### src/source/lane_pkg.sv
////////////////////////////////////////////////////////////////////////////
// shared types for the two-lane byte striping link
// holds the lane count, the byte type, the lane select and merger state
// enums, and the lane stepping helper used by both sides of the link
// import with a wildcard in the header of any module that needs them
////////////////////////////////////////////////////////////////////////////

package lane_pkg;

  localparam int NUM_LANES = 2;                 // lanes in the link

  typedef logic [7:0] byte_t;                   // one payload byte

  // current lane of the distributer and the merger
  typedef enum logic [$clog2(NUM_LANES)-1:0] {
    LANE_0 = 1'b0,                              // first block goes here
    LANE_1 = 1'b1
  } lane_sel_e;

  // merger FSM states
  typedef enum logic [1:0] {
    M_OFF  = 2'd0,                              // enable_r low, lanes idle
    M_WAIT = 2'd1,                              // current lane has no data
    M_READ = 2'd2                               // byte popped last cycle
  } merge_state_e;

  // step to the next lane at a block end, wraps after the last lane
  function automatic lane_sel_e next_lane(input lane_sel_e cur);
    int nxt;
    nxt = (int'(cur) + 1) % NUM_LANES;          // round robin over lanes
    return lane_sel_e'(nxt);
  endfunction

endpackage

### src/source/lane_if.sv
////////////////////////////////////////////////////////////////////////////
// lane buses between the striping blocks and the lane FIFOs
// lane_wr_if carries the write strobes and bytes from the distributer,
// lane_rd_if carries the pop strobes from the merger and the FIFO heads
////////////////////////////////////////////////////////////////////////////

interface lane_wr_if import lane_pkg::*; ();
  logic  lane0_wr;                              // one-cycle write pulse
  logic  lane1_wr;
  byte_t lane0_data;                            // valid with its strobe
  byte_t lane1_data;

  modport tx (output lane0_wr, lane1_wr, lane0_data, lane1_data);
  modport rx (input  lane0_wr, lane1_wr, lane0_data, lane1_data);
endinterface

interface lane_rd_if import lane_pkg::*; ();
  logic  lane0_rd;                              // pops head at the edge
  logic  lane1_rd;
  logic  lane0_empty;
  logic  lane1_empty;
  byte_t lane0_data;                            // fifo head, combinational
  byte_t lane1_data;

  modport sink   (output lane0_rd, lane1_rd,
                  input  lane0_empty, lane1_empty, lane0_data, lane1_data);
  modport source (input  lane0_rd, lane1_rd,
                  output lane0_empty, lane1_empty, lane0_data, lane1_data);
endinterface

### src/source/lane_distributer.sv
////////////////////////////////////////////////////////////////////////////
// transmit striping for the two-lane link
// takes one byte per data_valid strobe while enable_t is high and writes
// it to lane 0 or lane 1 in alternating blocks of BLOCK_LEN bytes
// the lane strobe is registered, so the fifo write lands one edge later
////////////////////////////////////////////////////////////////////////////

module lane_distributer
  import lane_pkg::*;
#(
  parameter int BLOCK_LEN = 8                   // bytes per lane block
)
(
  input  logic      clk_a,
  input  logic      rst,                        // async, active low
  input  logic      enable_t,                   // level, low clears the side
  input  byte_t     data_in,                    // from the data bus
  input  logic      data_valid,                 // one byte per strobe
  lane_wr_if.tx     wr,                         // to the lane fifos
  output logic      tx_active                   // high one cycle after enable_t
);

  localparam int CNT_W = (BLOCK_LEN > 1) ? $clog2(BLOCK_LEN) : 1;
  localparam logic [CNT_W-1:0] CNT_LAST = CNT_W'(BLOCK_LEN - 1);

  logic [CNT_W-1:0] blk_cnt;                    // bytes sent in this block
  lane_sel_e        lane;                       // lane taking the next byte
  logic             accept;                     // byte taken this cycle

  assign accept = data_valid & enable_t;

  //////////////////////////////////////////////////////////////////////////
  // block counter, lane select and write strobes
  //////////////////////////////////////////////////////////////////////////
  always_ff @(posedge clk_a or negedge rst)
  begin
    if (!rst)
    begin
      blk_cnt     <= '0;
      lane        <= LANE_0;
      tx_active   <= 1'b0;
      wr.lane0_wr <= 1'b0;
      wr.lane1_wr <= 1'b0;
    end
    else if (!enable_t)
    begin
      blk_cnt     <= '0;                        // restart on lane 0
      lane        <= LANE_0;
      tx_active   <= 1'b0;
      wr.lane0_wr <= 1'b0;
      wr.lane1_wr <= 1'b0;
    end
    else
    begin
      tx_active   <= 1'b1;
      wr.lane0_wr <= accept & (lane == LANE_0); // strobe to selected lane only
      wr.lane1_wr <= accept & (lane == LANE_1);
      if (accept)
      begin
        if (blk_cnt == CNT_LAST)
        begin
          blk_cnt <= '0;                        // block done
          lane    <= next_lane(lane);           // swap lanes
        end
        else
        begin
          blk_cnt <= blk_cnt + 1'b1;
        end
      end
    end
  end

  // payload beside the strobes, no reset needed
  always_ff @(posedge clk_a)
  begin
    if (accept && lane == LANE_0)
      wr.lane0_data <= data_in;
    if (accept && lane == LANE_1)
      wr.lane1_data <= data_in;
  end

endmodule

### src/source/lane_fifo.sv
////////////////////////////////////////////////////////////////////////////
// byte FIFO for one lane of the link
// circular buffer of FIFO_DEPTH entries, depth a power of two; the head is
// shown combinationally on rd_data and rd_en pops it at the clock edge
// a write while full is dropped and sets the sticky overflow flag
////////////////////////////////////////////////////////////////////////////

module lane_fifo
  import lane_pkg::*;
#(
  parameter int FIFO_DEPTH = 16                 // entries, power of two
)
(
  input  logic  clk_a,
  input  logic  rst,                            // async, active low
  input  logic  wr_en,                          // write strobe from distributer
  input  byte_t wr_data,
  input  logic  rd_en,                          // pop strobe from merger
  output byte_t rd_data,                        // current head
  output logic  empty,
  output logic  overflow                        // sticky until reset
);

  localparam int AW = (FIFO_DEPTH > 1) ? $clog2(FIFO_DEPTH) : 1;

  byte_t       mem [FIFO_DEPTH];                // storage, no reset
  logic [AW:0] wr_ptr;                          // extra msb for wrap
  logic [AW:0] rd_ptr;
  logic        full;
  logic        do_wr;
  logic        do_rd;

  assign empty = (wr_ptr == rd_ptr);
  assign full  = (wr_ptr[AW] != rd_ptr[AW]) &&
                 (wr_ptr[AW-1:0] == rd_ptr[AW-1:0]); // same slot, one lap ahead
  assign do_wr = wr_en & ~full;                 // full write is lost
  assign do_rd = rd_en & ~empty;                // guard, merger never pops empty

  assign rd_data = mem[rd_ptr[AW-1:0]];

  // pointers and overflow flag
  always_ff @(posedge clk_a or negedge rst)
  begin
    if (!rst)
    begin
      wr_ptr   <= '0;
      rd_ptr   <= '0;
      overflow <= 1'b0;
    end
    else
    begin
      if (do_wr)
        wr_ptr <= wr_ptr + 1'b1;
      if (do_rd)
        rd_ptr <= rd_ptr + 1'b1;
      if (wr_en && full)
        overflow <= 1'b1;                       // latch, cleared by reset only
    end
  end

  // data array write
  always_ff @(posedge clk_a)
  begin
    if (do_wr)
      mem[wr_ptr[AW-1:0]] <= wr_data;
  end

endmodule

### src/source/lane_link_top.sv
////////////////////////////////////////////////////////////////////////////
// top level of the two-lane byte striping link
// distributer -> two lane fifos -> merger, all on clk_a
// BLOCK_LEN and FIFO_DEPTH are set here and handed to the blocks below;
// overflow reports a dropped write on either lane
////////////////////////////////////////////////////////////////////////////

module lane_link_top
  import lane_pkg::*;
#(
  parameter int BLOCK_LEN  = 8,                 // bytes per lane block
  parameter int FIFO_DEPTH = 16                 // lane fifo entries
)
(
  input  logic  clk_a,
  input  logic  rst,                            // async, active low
  input  logic  enable_t,                       // transmit side enable
  input  logic  enable_r,                       // receive side enable
  input  byte_t data_in,
  input  logic  data_valid,
  output byte_t data_out,
  output logic  data_out_valid,
  output logic  tx_active,
  output logic  rx_lanes_on,
  output logic  overflow                        // sticky, either lane
);

  logic lane0_ovf;
  logic lane1_ovf;

  lane_wr_if wr_bus ();                         // distributer to fifos
  lane_rd_if rd_bus ();                         // fifos to merger

  lane_distributer #(.BLOCK_LEN(BLOCK_LEN)) lane_distributer_inst (
    .clk_a      (clk_a),
    .rst        (rst),
    .enable_t   (enable_t),
    .data_in    (data_in),
    .data_valid (data_valid),
    .wr         (wr_bus.tx),
    .tx_active  (tx_active)
  );

  //////////////////////////////////////////////////////////////////////////
  // lane fifos
  //////////////////////////////////////////////////////////////////////////
  lane_fifo #(.FIFO_DEPTH(FIFO_DEPTH)) lane0_fifo (
    .clk_a    (clk_a),
    .rst      (rst),
    .wr_en    (wr_bus.lane0_wr),
    .wr_data  (wr_bus.lane0_data),
    .rd_en    (rd_bus.lane0_rd),
    .rd_data  (rd_bus.lane0_data),
    .empty    (rd_bus.lane0_empty),
    .overflow (lane0_ovf)
  );

  lane_fifo #(.FIFO_DEPTH(FIFO_DEPTH)) lane1_fifo (
    .clk_a    (clk_a),
    .rst      (rst),
    .wr_en    (wr_bus.lane1_wr),
    .wr_data  (wr_bus.lane1_data),
    .rd_en    (rd_bus.lane1_rd),
    .rd_data  (rd_bus.lane1_data),
    .empty    (rd_bus.lane1_empty),
    .overflow (lane1_ovf)
  );

  lane_merger #(.BLOCK_LEN(BLOCK_LEN)) lane_merger_inst (
    .clk_a          (clk_a),
    .rst            (rst),
    .enable_r       (enable_r),
    .rd             (rd_bus.sink),
    .data_out       (data_out),
    .data_out_valid (data_out_valid),
    .rx_lanes_on    (rx_lanes_on)
  );

  assign overflow = lane0_ovf | lane1_ovf;      // either lane dropped a byte

endmodule

### src/source/lane_merger.sv
////////////////////////////////////////////////////////////////////////////
// receive merging for the two-lane link
// pops BLOCK_LEN bytes from lane 0, then BLOCK_LEN from lane 1 and so on,
// which restores the byte order on data_out with a data_out_valid pulse
// the pop strobe is combinational, so a byte leaves one edge after it lands
// enable_r low parks the FSM and puts the lane select back on lane 0
////////////////////////////////////////////////////////////////////////////

module lane_merger
  import lane_pkg::*;
#(
  parameter int BLOCK_LEN = 8                   // bytes per lane block
)
(
  input  logic      clk_a,
  input  logic      rst,                        // async, active low
  input  logic      enable_r,                   // level, low clears the side
  lane_rd_if.sink   rd,                         // from the lane fifos
  output byte_t     data_out,                   // to the data bus
  output logic      data_out_valid,             // one pulse per byte
  output logic      rx_lanes_on                 // high one cycle after enable_r
);

  localparam int CNT_W = (BLOCK_LEN > 1) ? $clog2(BLOCK_LEN) : 1;
  localparam logic [CNT_W-1:0] CNT_LAST = CNT_W'(BLOCK_LEN - 1);

  merge_state_e     state;
  lane_sel_e        lane;                       // lane being drained
  logic [CNT_W-1:0] pop_cnt;                    // bytes popped in this block
  logic             cur_empty;                  // current lane has nothing
  byte_t            cur_data;                   // head of the current lane
  logic             pop;

  //////////////////////////////////////////////////////////////////////////
  // lane mux and pop strobes
  //////////////////////////////////////////////////////////////////////////
  assign cur_empty = (lane == LANE_1) ? rd.lane1_empty : rd.lane0_empty;
  assign cur_data  = (lane == LANE_1) ? rd.lane1_data  : rd.lane0_data;
  assign pop       = enable_r & ~cur_empty;     // never pops an empty lane

  assign rd.lane0_rd = pop & (lane == LANE_0);
  assign rd.lane1_rd = pop & (lane == LANE_1);

  assign rx_lanes_on = (state != M_OFF);        // registered via the FSM

  //////////////////////////////////////////////////////////////////////////
  // FSM, block counter and lane select
  //////////////////////////////////////////////////////////////////////////
  always_ff @(posedge clk_a or negedge rst)
  begin
    if (!rst)
    begin
      state          <= M_OFF;
      lane           <= LANE_0;
      pop_cnt        <= '0;
      data_out_valid <= 1'b0;
    end
    else if (!enable_r)
    begin
      state          <= M_OFF;                  // bytes pile up in the fifos
      lane           <= LANE_0;
      pop_cnt        <= '0;
      data_out_valid <= 1'b0;
    end
    else
    begin
      state          <= pop ? M_READ : M_WAIT;
      data_out_valid <= pop;
      if (pop)
      begin
        if (pop_cnt == CNT_LAST)
        begin
          pop_cnt <= '0;                        // block drained
          lane    <= next_lane(lane);
        end
        else
        begin
          pop_cnt <= pop_cnt + 1'b1;
        end
      end
    end
  end

  // output byte, payload only
  always_ff @(posedge clk_a)
  begin
    if (pop)
      data_out <= cur_data;
  end

endmodule

### config.mk
export PLATFORM = sky130hd
export DESIGN_NAME = lane_link_top
export DESIGN_NICKNAME = d
export VERILOG_FILES = /design/src/source/lane_pkg.sv /design/src/source/lane_if.sv /design/src/source/lane_distributer.sv /design/src/source/lane_fifo.sv /design/src/source/lane_link_top.sv /design/src/source/lane_merger.sv
export SDC_FILE = /design/constraint.sdc
export NUM_CORES = 1
export LEC_CHECK = 0
export BUFFER_PORTS_ARGS = -buffer_cell sky130_fd_sc_hd__buf_2
export CAP_MARGIN = 40
export CORE_MARGIN = 2
export CORE_UTILIZATION = 35
export CTS_CLUSTER_SIZE = 28
export DETAILED_ROUTE_END_ITERATION = 10
export PLACE_DENSITY = 0.6
export SYNTH_ARGS = -nofsm -noshare
export SYNTH_HDL_FRONTEND = slang
export SYNTH_SLANG_ARGS = --single-unit
### constraint.sdc
create_clock -name clk_a -period 3 [get_ports clk_a]
set_input_delay 0.15 -clock clk_a [delete_from_list [all_inputs] [get_ports clk_a]]
set_output_delay 0.15 -clock clk_a [all_outputs]
set_load 0.01 [all_outputs]
Word level (Yosys, flattened, before mapping)
Memories as Yosys holds them, arrays and structs flattened.
Index checks and enable logic that the tools add are counted.
- $add $sub $neg: 8
- multiply operators: 0
- div/mod/pow operators: 0
- order comparisons: 0
- eq/ne operators: 12
- shifts and indexed selects: 0
- mux-type cells: 24
- bitwise operators: 18
- reductions and logical operators: 9
- operators by type and width (operator ; number):
    $add A5 B1 Y5 const B ; 4
    $mux W3 ; 6
    $mux W1 ; 15
    $and A1 B1 Y1 ; 10
    $eq A5 B5 Y1 ; 2
    $eq A4 B4 Y1 ; 2
    $mux W8 ; 1
    $ne A2 B1 Y1 const B ; 4
    $not A1 Y1 ; 7
    $add A3 B1 Y3 const B ; 2
    $eq A3 B3 Y1 const B ; 2
    $logic_and A1 B1 Y1 ; 6
    $mux W2 ; 2
    $reduce_and A2 Y1 ; 2
    $add A1 B1 Y1 const B ; 2
    $ne A1 B1 Y1 ; 2
    $reduce_bool A2 Y1 ; 1
    $or A1 B1 Y1 ; 1
- register bits after elaboration: 60
- bits in latches: 0
- RAM bits: 256
- memory bits (read-only): 0
- bits of input ports: 13
- word-level logic and storage cells: 91
- memories kept: 2
- memories (memory ; depth ; width ; rd ports ; clocked after memory_dff ; wr ports ; RTL line ; source):
    lane0_fifo.mem ; 16 ; 8 ; 1 ; 0 ; 1 ; lane_fifo.sv:26 ; byte_t mem [FIFO_DEPTH];
    lane1_fifo.mem ; 16 ; 8 ; 1 ; 0 ; 1 ; lane_fifo.sv:26 ;

Depth between registers and ports, before layout
- depth after elaboration: 6
- depth in mapped cells: 7
- depth with buffers taken out: 5

Hierarchy
From an unflattened synthesis, not the netlist that was laid out.
- cell total of the unflattened synthesis: 648
- area total of the unflattened synthesis: 12690.9 um^2
- modules (own cells, without submodules) (module ; instances ; cells an instance ; area each (um^2) ; seq. area each (um^2)):
    lane_fifo ; 2 ; 280 ; 5627.9 ; 4119.0
    lane_distributer ; 1 ; 42 ; 785.8 ; 655.6
    lane_merger ; 1 ; 45 ; 643.1 ; 390.4
    lane_link_top ; 1 ; 1 ; 6.3 ; 0.0

Least setup slack after synthesis
OpenSTA, ideal clock, no wires.
- kind: register -> register
- from: register lane1_fifo.wr_ptr[4]
- to: memory lane1_fifo.mem[2][0] (netlist bit), enable pin
- setup time: 0.398 ns
- data arrival time: 2.096 ns
- required time: 2.602 ns
- setup slack: 0.507 ns
- cell stages (with the launch flop): 4
- path through: dfrtp_1 -> xnor2_1 -> o21ai_1 -> nor4b_1
- longest elaborated chain between the ends: 6
- RTL lines (what ; RTL line ; source):
    start: declaration ; lane_fifo.sv:27 ; logic [AW:0] wr_ptr;
    start signal: assignment ; lane_fifo.sv:53 ; wr_ptr <= wr_ptr + 1'b1;
    $ne A1 B1 Y1 ; lane_fifo.sv:34 ; assign full = (wr_ptr[AW] != rd_ptr[AW]) &&
    $logic_and A1 B1 Y1 ; lane_fifo.sv:34 ;
    $not A1 Y1 ; lane_fifo.sv:36 ; assign do_wr = wr_en & ~full;
    $and A1 B1 Y1 ; lane_fifo.sv:36 ;
    $mux W1 ; lane_fifo.sv:64 ; if (do_wr)
    $mux W1 (not written as such) ; lane_fifo.sv:65 ; mem[wr_ptr[AW-1:0]] <= wr_data;
    end: declaration ; lane_fifo.sv:26 ;
Every way passes these cells.

Worst setup path after layout
- from: register lane1_fifo.rd_ptr[1]
- to: register lane_merger_inst.data_out[5], enable pin
- longest elaborated chain between the ends: 4
- RTL lines (what ; RTL line ; source):
    start: declaration ; lane_fifo.sv:28 ; logic [AW:0] rd_ptr;
    start signal: assignment ; lane_fifo.sv:55 ; rd_ptr <= rd_ptr + 1'b1;
    $eq A5 B5 Y1 ; lane_fifo.sv:33 ; assign empty = (wr_ptr == rd_ptr);
    $mux W1 ; lane_merger.sv:37 ; assign cur_empty = (lane == LANE_1) ? rd.lane1_empty : rd.lane0_empty;
    $not A1 Y1 ; lane_merger.sv:39 ; assign pop = enable_r & ~cur_empty;
    $and A1 B1 Y1 ; lane_merger.sv:39 ;
    end signal: assignment ; lane_merger.sv:88 ; data_out <= cur_data;
    end: declaration ; lane_merger.sv:19 ; output byte_t data_out,
Every way passes these cells.
A chain may end at the register's enable or synchronous reset.

==> summary.txt <==
Status
  • Status: complete, no violations

Routing
  • Initial DRC Count: 414
  • DR DRC count: 0
  • Detailed-route wire length per cell: 20.59 um
  • Drt pass-1 iters: 5
  • Drt via density: ~5
  • Routed Antenna Nets: 0
  • Post-Route WL: between 20000 and 30000 um
  • Total number of vias: 6173

Clock tree
  • Clock transition at path regs: 60 ps
  • Clk sinks: between 300 and 400
  • Num CTS Buffers: 31
  • Bufs on Longest Clock Path: 3
  • Post-CTS setup buffers: 0
  • Cts hold-fix bufs: 12
  • Clk Latency, worst-skew pair: between 500 and 600 ps
  • Cts repair resizes: 0
  • Root buf cell: clkbuf_16
  • CTS tree: yes
  • H-tree depth: 1

Yosys
  • Yosys warning count: 0
  • Syn Area/Cell: around 19 um2
  • Cells after Synth: a little under 700
  • Syn_nets: between 700 and 800
  • Post-synth top area cell: edfxtp_1
  • Post-synth EDFFs: 280
  • Ys async rst share: 11.11%
  • Sequential share of the synthesized area: roughly three quarters
  • Distinct cells, synth: 56
  • Synth area leaders: edfxtp_1 (67%), mux4_2 (7.8%), dfrtp_1 (6.9%)
  • Post-synthesis cell area: around 13000 um2
  • Top_reg_cell synth: edfxtp_1
  • FF+latch count, synth: between 300 and 400
  • Area share of the largest cell type after synthesis: 66.58%

Place
  • DP HPWL: around 17000 um
  • GPL Wtd Cong: 0.7669
  • IO Port Bufs: 24

Setup path
  • Critical path capture point type: register
  • Crit path kind: register to register
  • Critical path peak fanout: 23
  • R2R depth: 4
  • Critical path arrival: between 2000 and 3000 ps
  • Critical Path RT: 3190 ps
  • Worst setup SP type: register

Die
  • Site row count: 69
  • Die H: around 190 um
  • Core area: around 36000 um2
  • Initial Util: 35.50%
  • Die width: between 150 and 200 um
  • I/O pin count: 25
  • Die area: 37620 um2

Final layout
  • # diodes: 0
  • Commonest non-fill, non-tap cell in the layout: edfxtp_1
  • Most frequent cells in the layout: edfxtp_1 (280), mux4_2 (44), dfrtp_1 (33)
  • Fillers: between 3k and 4k
  • Layout area overhead: 14.75%
  • Share of cells above drive strength 1: 21.66%
  • Nets: around 760

Timing
  • Measured slew at the worst slew-check pin: between 800 and 900 ps
  • Rel. slew slack: between 40 and 50%
  • Setup-failing EPs final: 0
  • Period utilization: between 80% and 90%
  • Min cycle time layout: about 2400 ps
  • Final Max Slew Viols: 0
  • Achievable frequency: ~420 MHz
  • Setup TNS: 0 ps
  • Final Hold Violating Endpoints: 0
  • RSZ-0062 raised after global routing: false
  • Setup Skew: ~16 ps

GRT
  • Largest net degree at the start of global routing: 36
  • GR Overflow Total: 0
  • Total GRT Usage: between 10% and 20%
  • Number of global-route vias before repair: between 6k and 7k
  • First-pass GRT wire length: about 40000 um
  • Initial antenna violation count: 0

Worst hold path
  • Worst hold path class: primary input to async pin

Power
  • Worst vdd ir: roughly 440 uV
  • Static Leak: 4.838 nW
  • PD cells: 760.2 nW/um2
  • Total power: between 0.01 and 0.015 W

Flow run
  • Max-Cap Viols: 0
## power breakdown
part           switching, W  internal, W  total [W]
registers          0.000216      0.00506    0.00528
clock network       0.00159      0.00229    0.00388
logic               0.00102     0.000835    0.00186
total               0.00283      0.00818     0.0110
## cell usage after synthesis (5+ instances only)
library cell,instances
ha_1,14
and3_1,11
o221ai_1,7
clkbuf_1,8
nand3_1,12
dfrtp_1,35
a21oi_1,11
mux2_2,9
nand2_1,21
buf_2,16
mux2i_1,31
nor3_1,6
a22oi_1,6
a211oi_1,13
buf_4,7
mux4_2,44
nor2b_1,10
xor2_1,7
o22ai_1,7
nand3b_1,5
o211ai_1,8
edfxtp_1,280
xnor2_1,22
nor2_1,20
a22o_1,5
inv_1,7
## critical path, cell delays in order (launching register included)
cell and delay, ps:
dfrtp_2 840, xnor2_1 170, nand4_1 190, o32a_1 370, and2_1 480
## layout make-up
cell class / count / area [um2] / share of cell area [%]
Sequential cell: 315 / 9286 / 64.08
Clock buffer: 37 / 818.3 / 5.647
Multi-Input combinational cell: 316 / 3112 / 21.47
Inverter: 7 / 26.28 / 0.1813
Clock inverter: 19 / 216.5 / 1.494
Timing Repair Buffer: 63 / 455.4 / 3.143
Tap cell: 461 / 576.8 / 3.980
## layer usage
layer	wire length, um	share of wire (%)	global-route usage [%]	vias up
met5	0	0	0	-
met4	440	1.8	3.367	0
met3	1320	5.3	2.035	33
met2	11810	47	21.67	131
met1	11510	46	19.40	3181
li1	-	-	-	2828
## path summary, 6_finish.rpt
path                                      startpoint                              end  slack [ps]
worst max-delay path            lane1_fifo.rd_ptr[1]     lane_merger_inst.data_out[5]         590
worst min-delay path                             rst             lane1_fifo.wr_ptr[1]         230
worst max register to register  lane1_fifo.rd_ptr[1]     lane_merger_inst.data_out[5]         590
worst min register to register   lane0_fifo.overflow              lane0_fifo.overflow         460
max in group asynchronous                        rst             lane1_fifo.rd_ptr[1]        2190
min in group clk_a                          enable_t  lane_distributer_inst.tx_active         310
## through the flow
| stage | cell area [um2] | hold slack [ps] | cells | setup slack, ps | utilization [%] |
|---|---|---|---|---|---|
| 6_report | 14490 | 229.0 | 1218 | 595.0 | 40.74 |
| 3_5_place_dp | 13330 | 302.7 | 1149 | 514.2 | 37.47 |
| 4_1_cts | 14480 | 249.6 | 1217 | 504.3 | 40.72 |
| 2_1_floorplan | 12630 | -145.6 | 675 | 506.7 | - |
| 5_1_grt | 14490 | 288.0 | 1218 | 376.9 | 40.74 |
| 3_3_place_gp | 13320 | 295.3 | 1148 | 592.0 | 37.45 |
## kinds of logic (layout without fill, tap and decap cells)
| kind of cell | after synthesis | count (layout) | share of synthesized area (%) |
|---|---|---|---|
| DFF | 315 | 315 | 73.52 |
| and+or+nand+nor | 109 | 109 | 4.716 |
| muxes | 88 | 88 | 11.94 |
| AOI/OAI and AO/OA | 76 | 76 | 4.488 |
| buffers and inverters | 44 | 126 | 1.942 |
| xor gates and xnor gates | 29 | 29 | 2.011 |
| adders and majority gates | 14 | 14 | 1.387 |
## registers in the layout, summed over array words and instances, names as in the netlist
name                                 cells
lane_merger_inst.data_out_valid          1
lane_distributer_inst.wr.lane1_data      8
lane0_fifo.overflow                      1
lane_distributer_inst.wr.lane0_wr        1
lane1_fifo.overflow                      1
lane1_fifo.mem                         128
lane_distributer_inst.lane               1
lane_distributer_inst.wr.lane1_wr        1
lane_merger_inst.data_out                8
lane_merger_inst.lane                    1
lane1_fifo.rd_ptr                        5
lane0_fifo.mem                         128
lane_merger_inst.pop_cnt                 3
lane1_fifo.wr_ptr                        5
lane_distributer_inst.tx_active          1
lane_distributer_inst.wr.lane0_data      8
lane_distributer_inst.blk_cnt            3
lane_merger_inst.state                   1
lane0_fifo.rd_ptr                        5
lane0_fifo.wr_ptr                        5
Power figures use the tool's default switching activity.
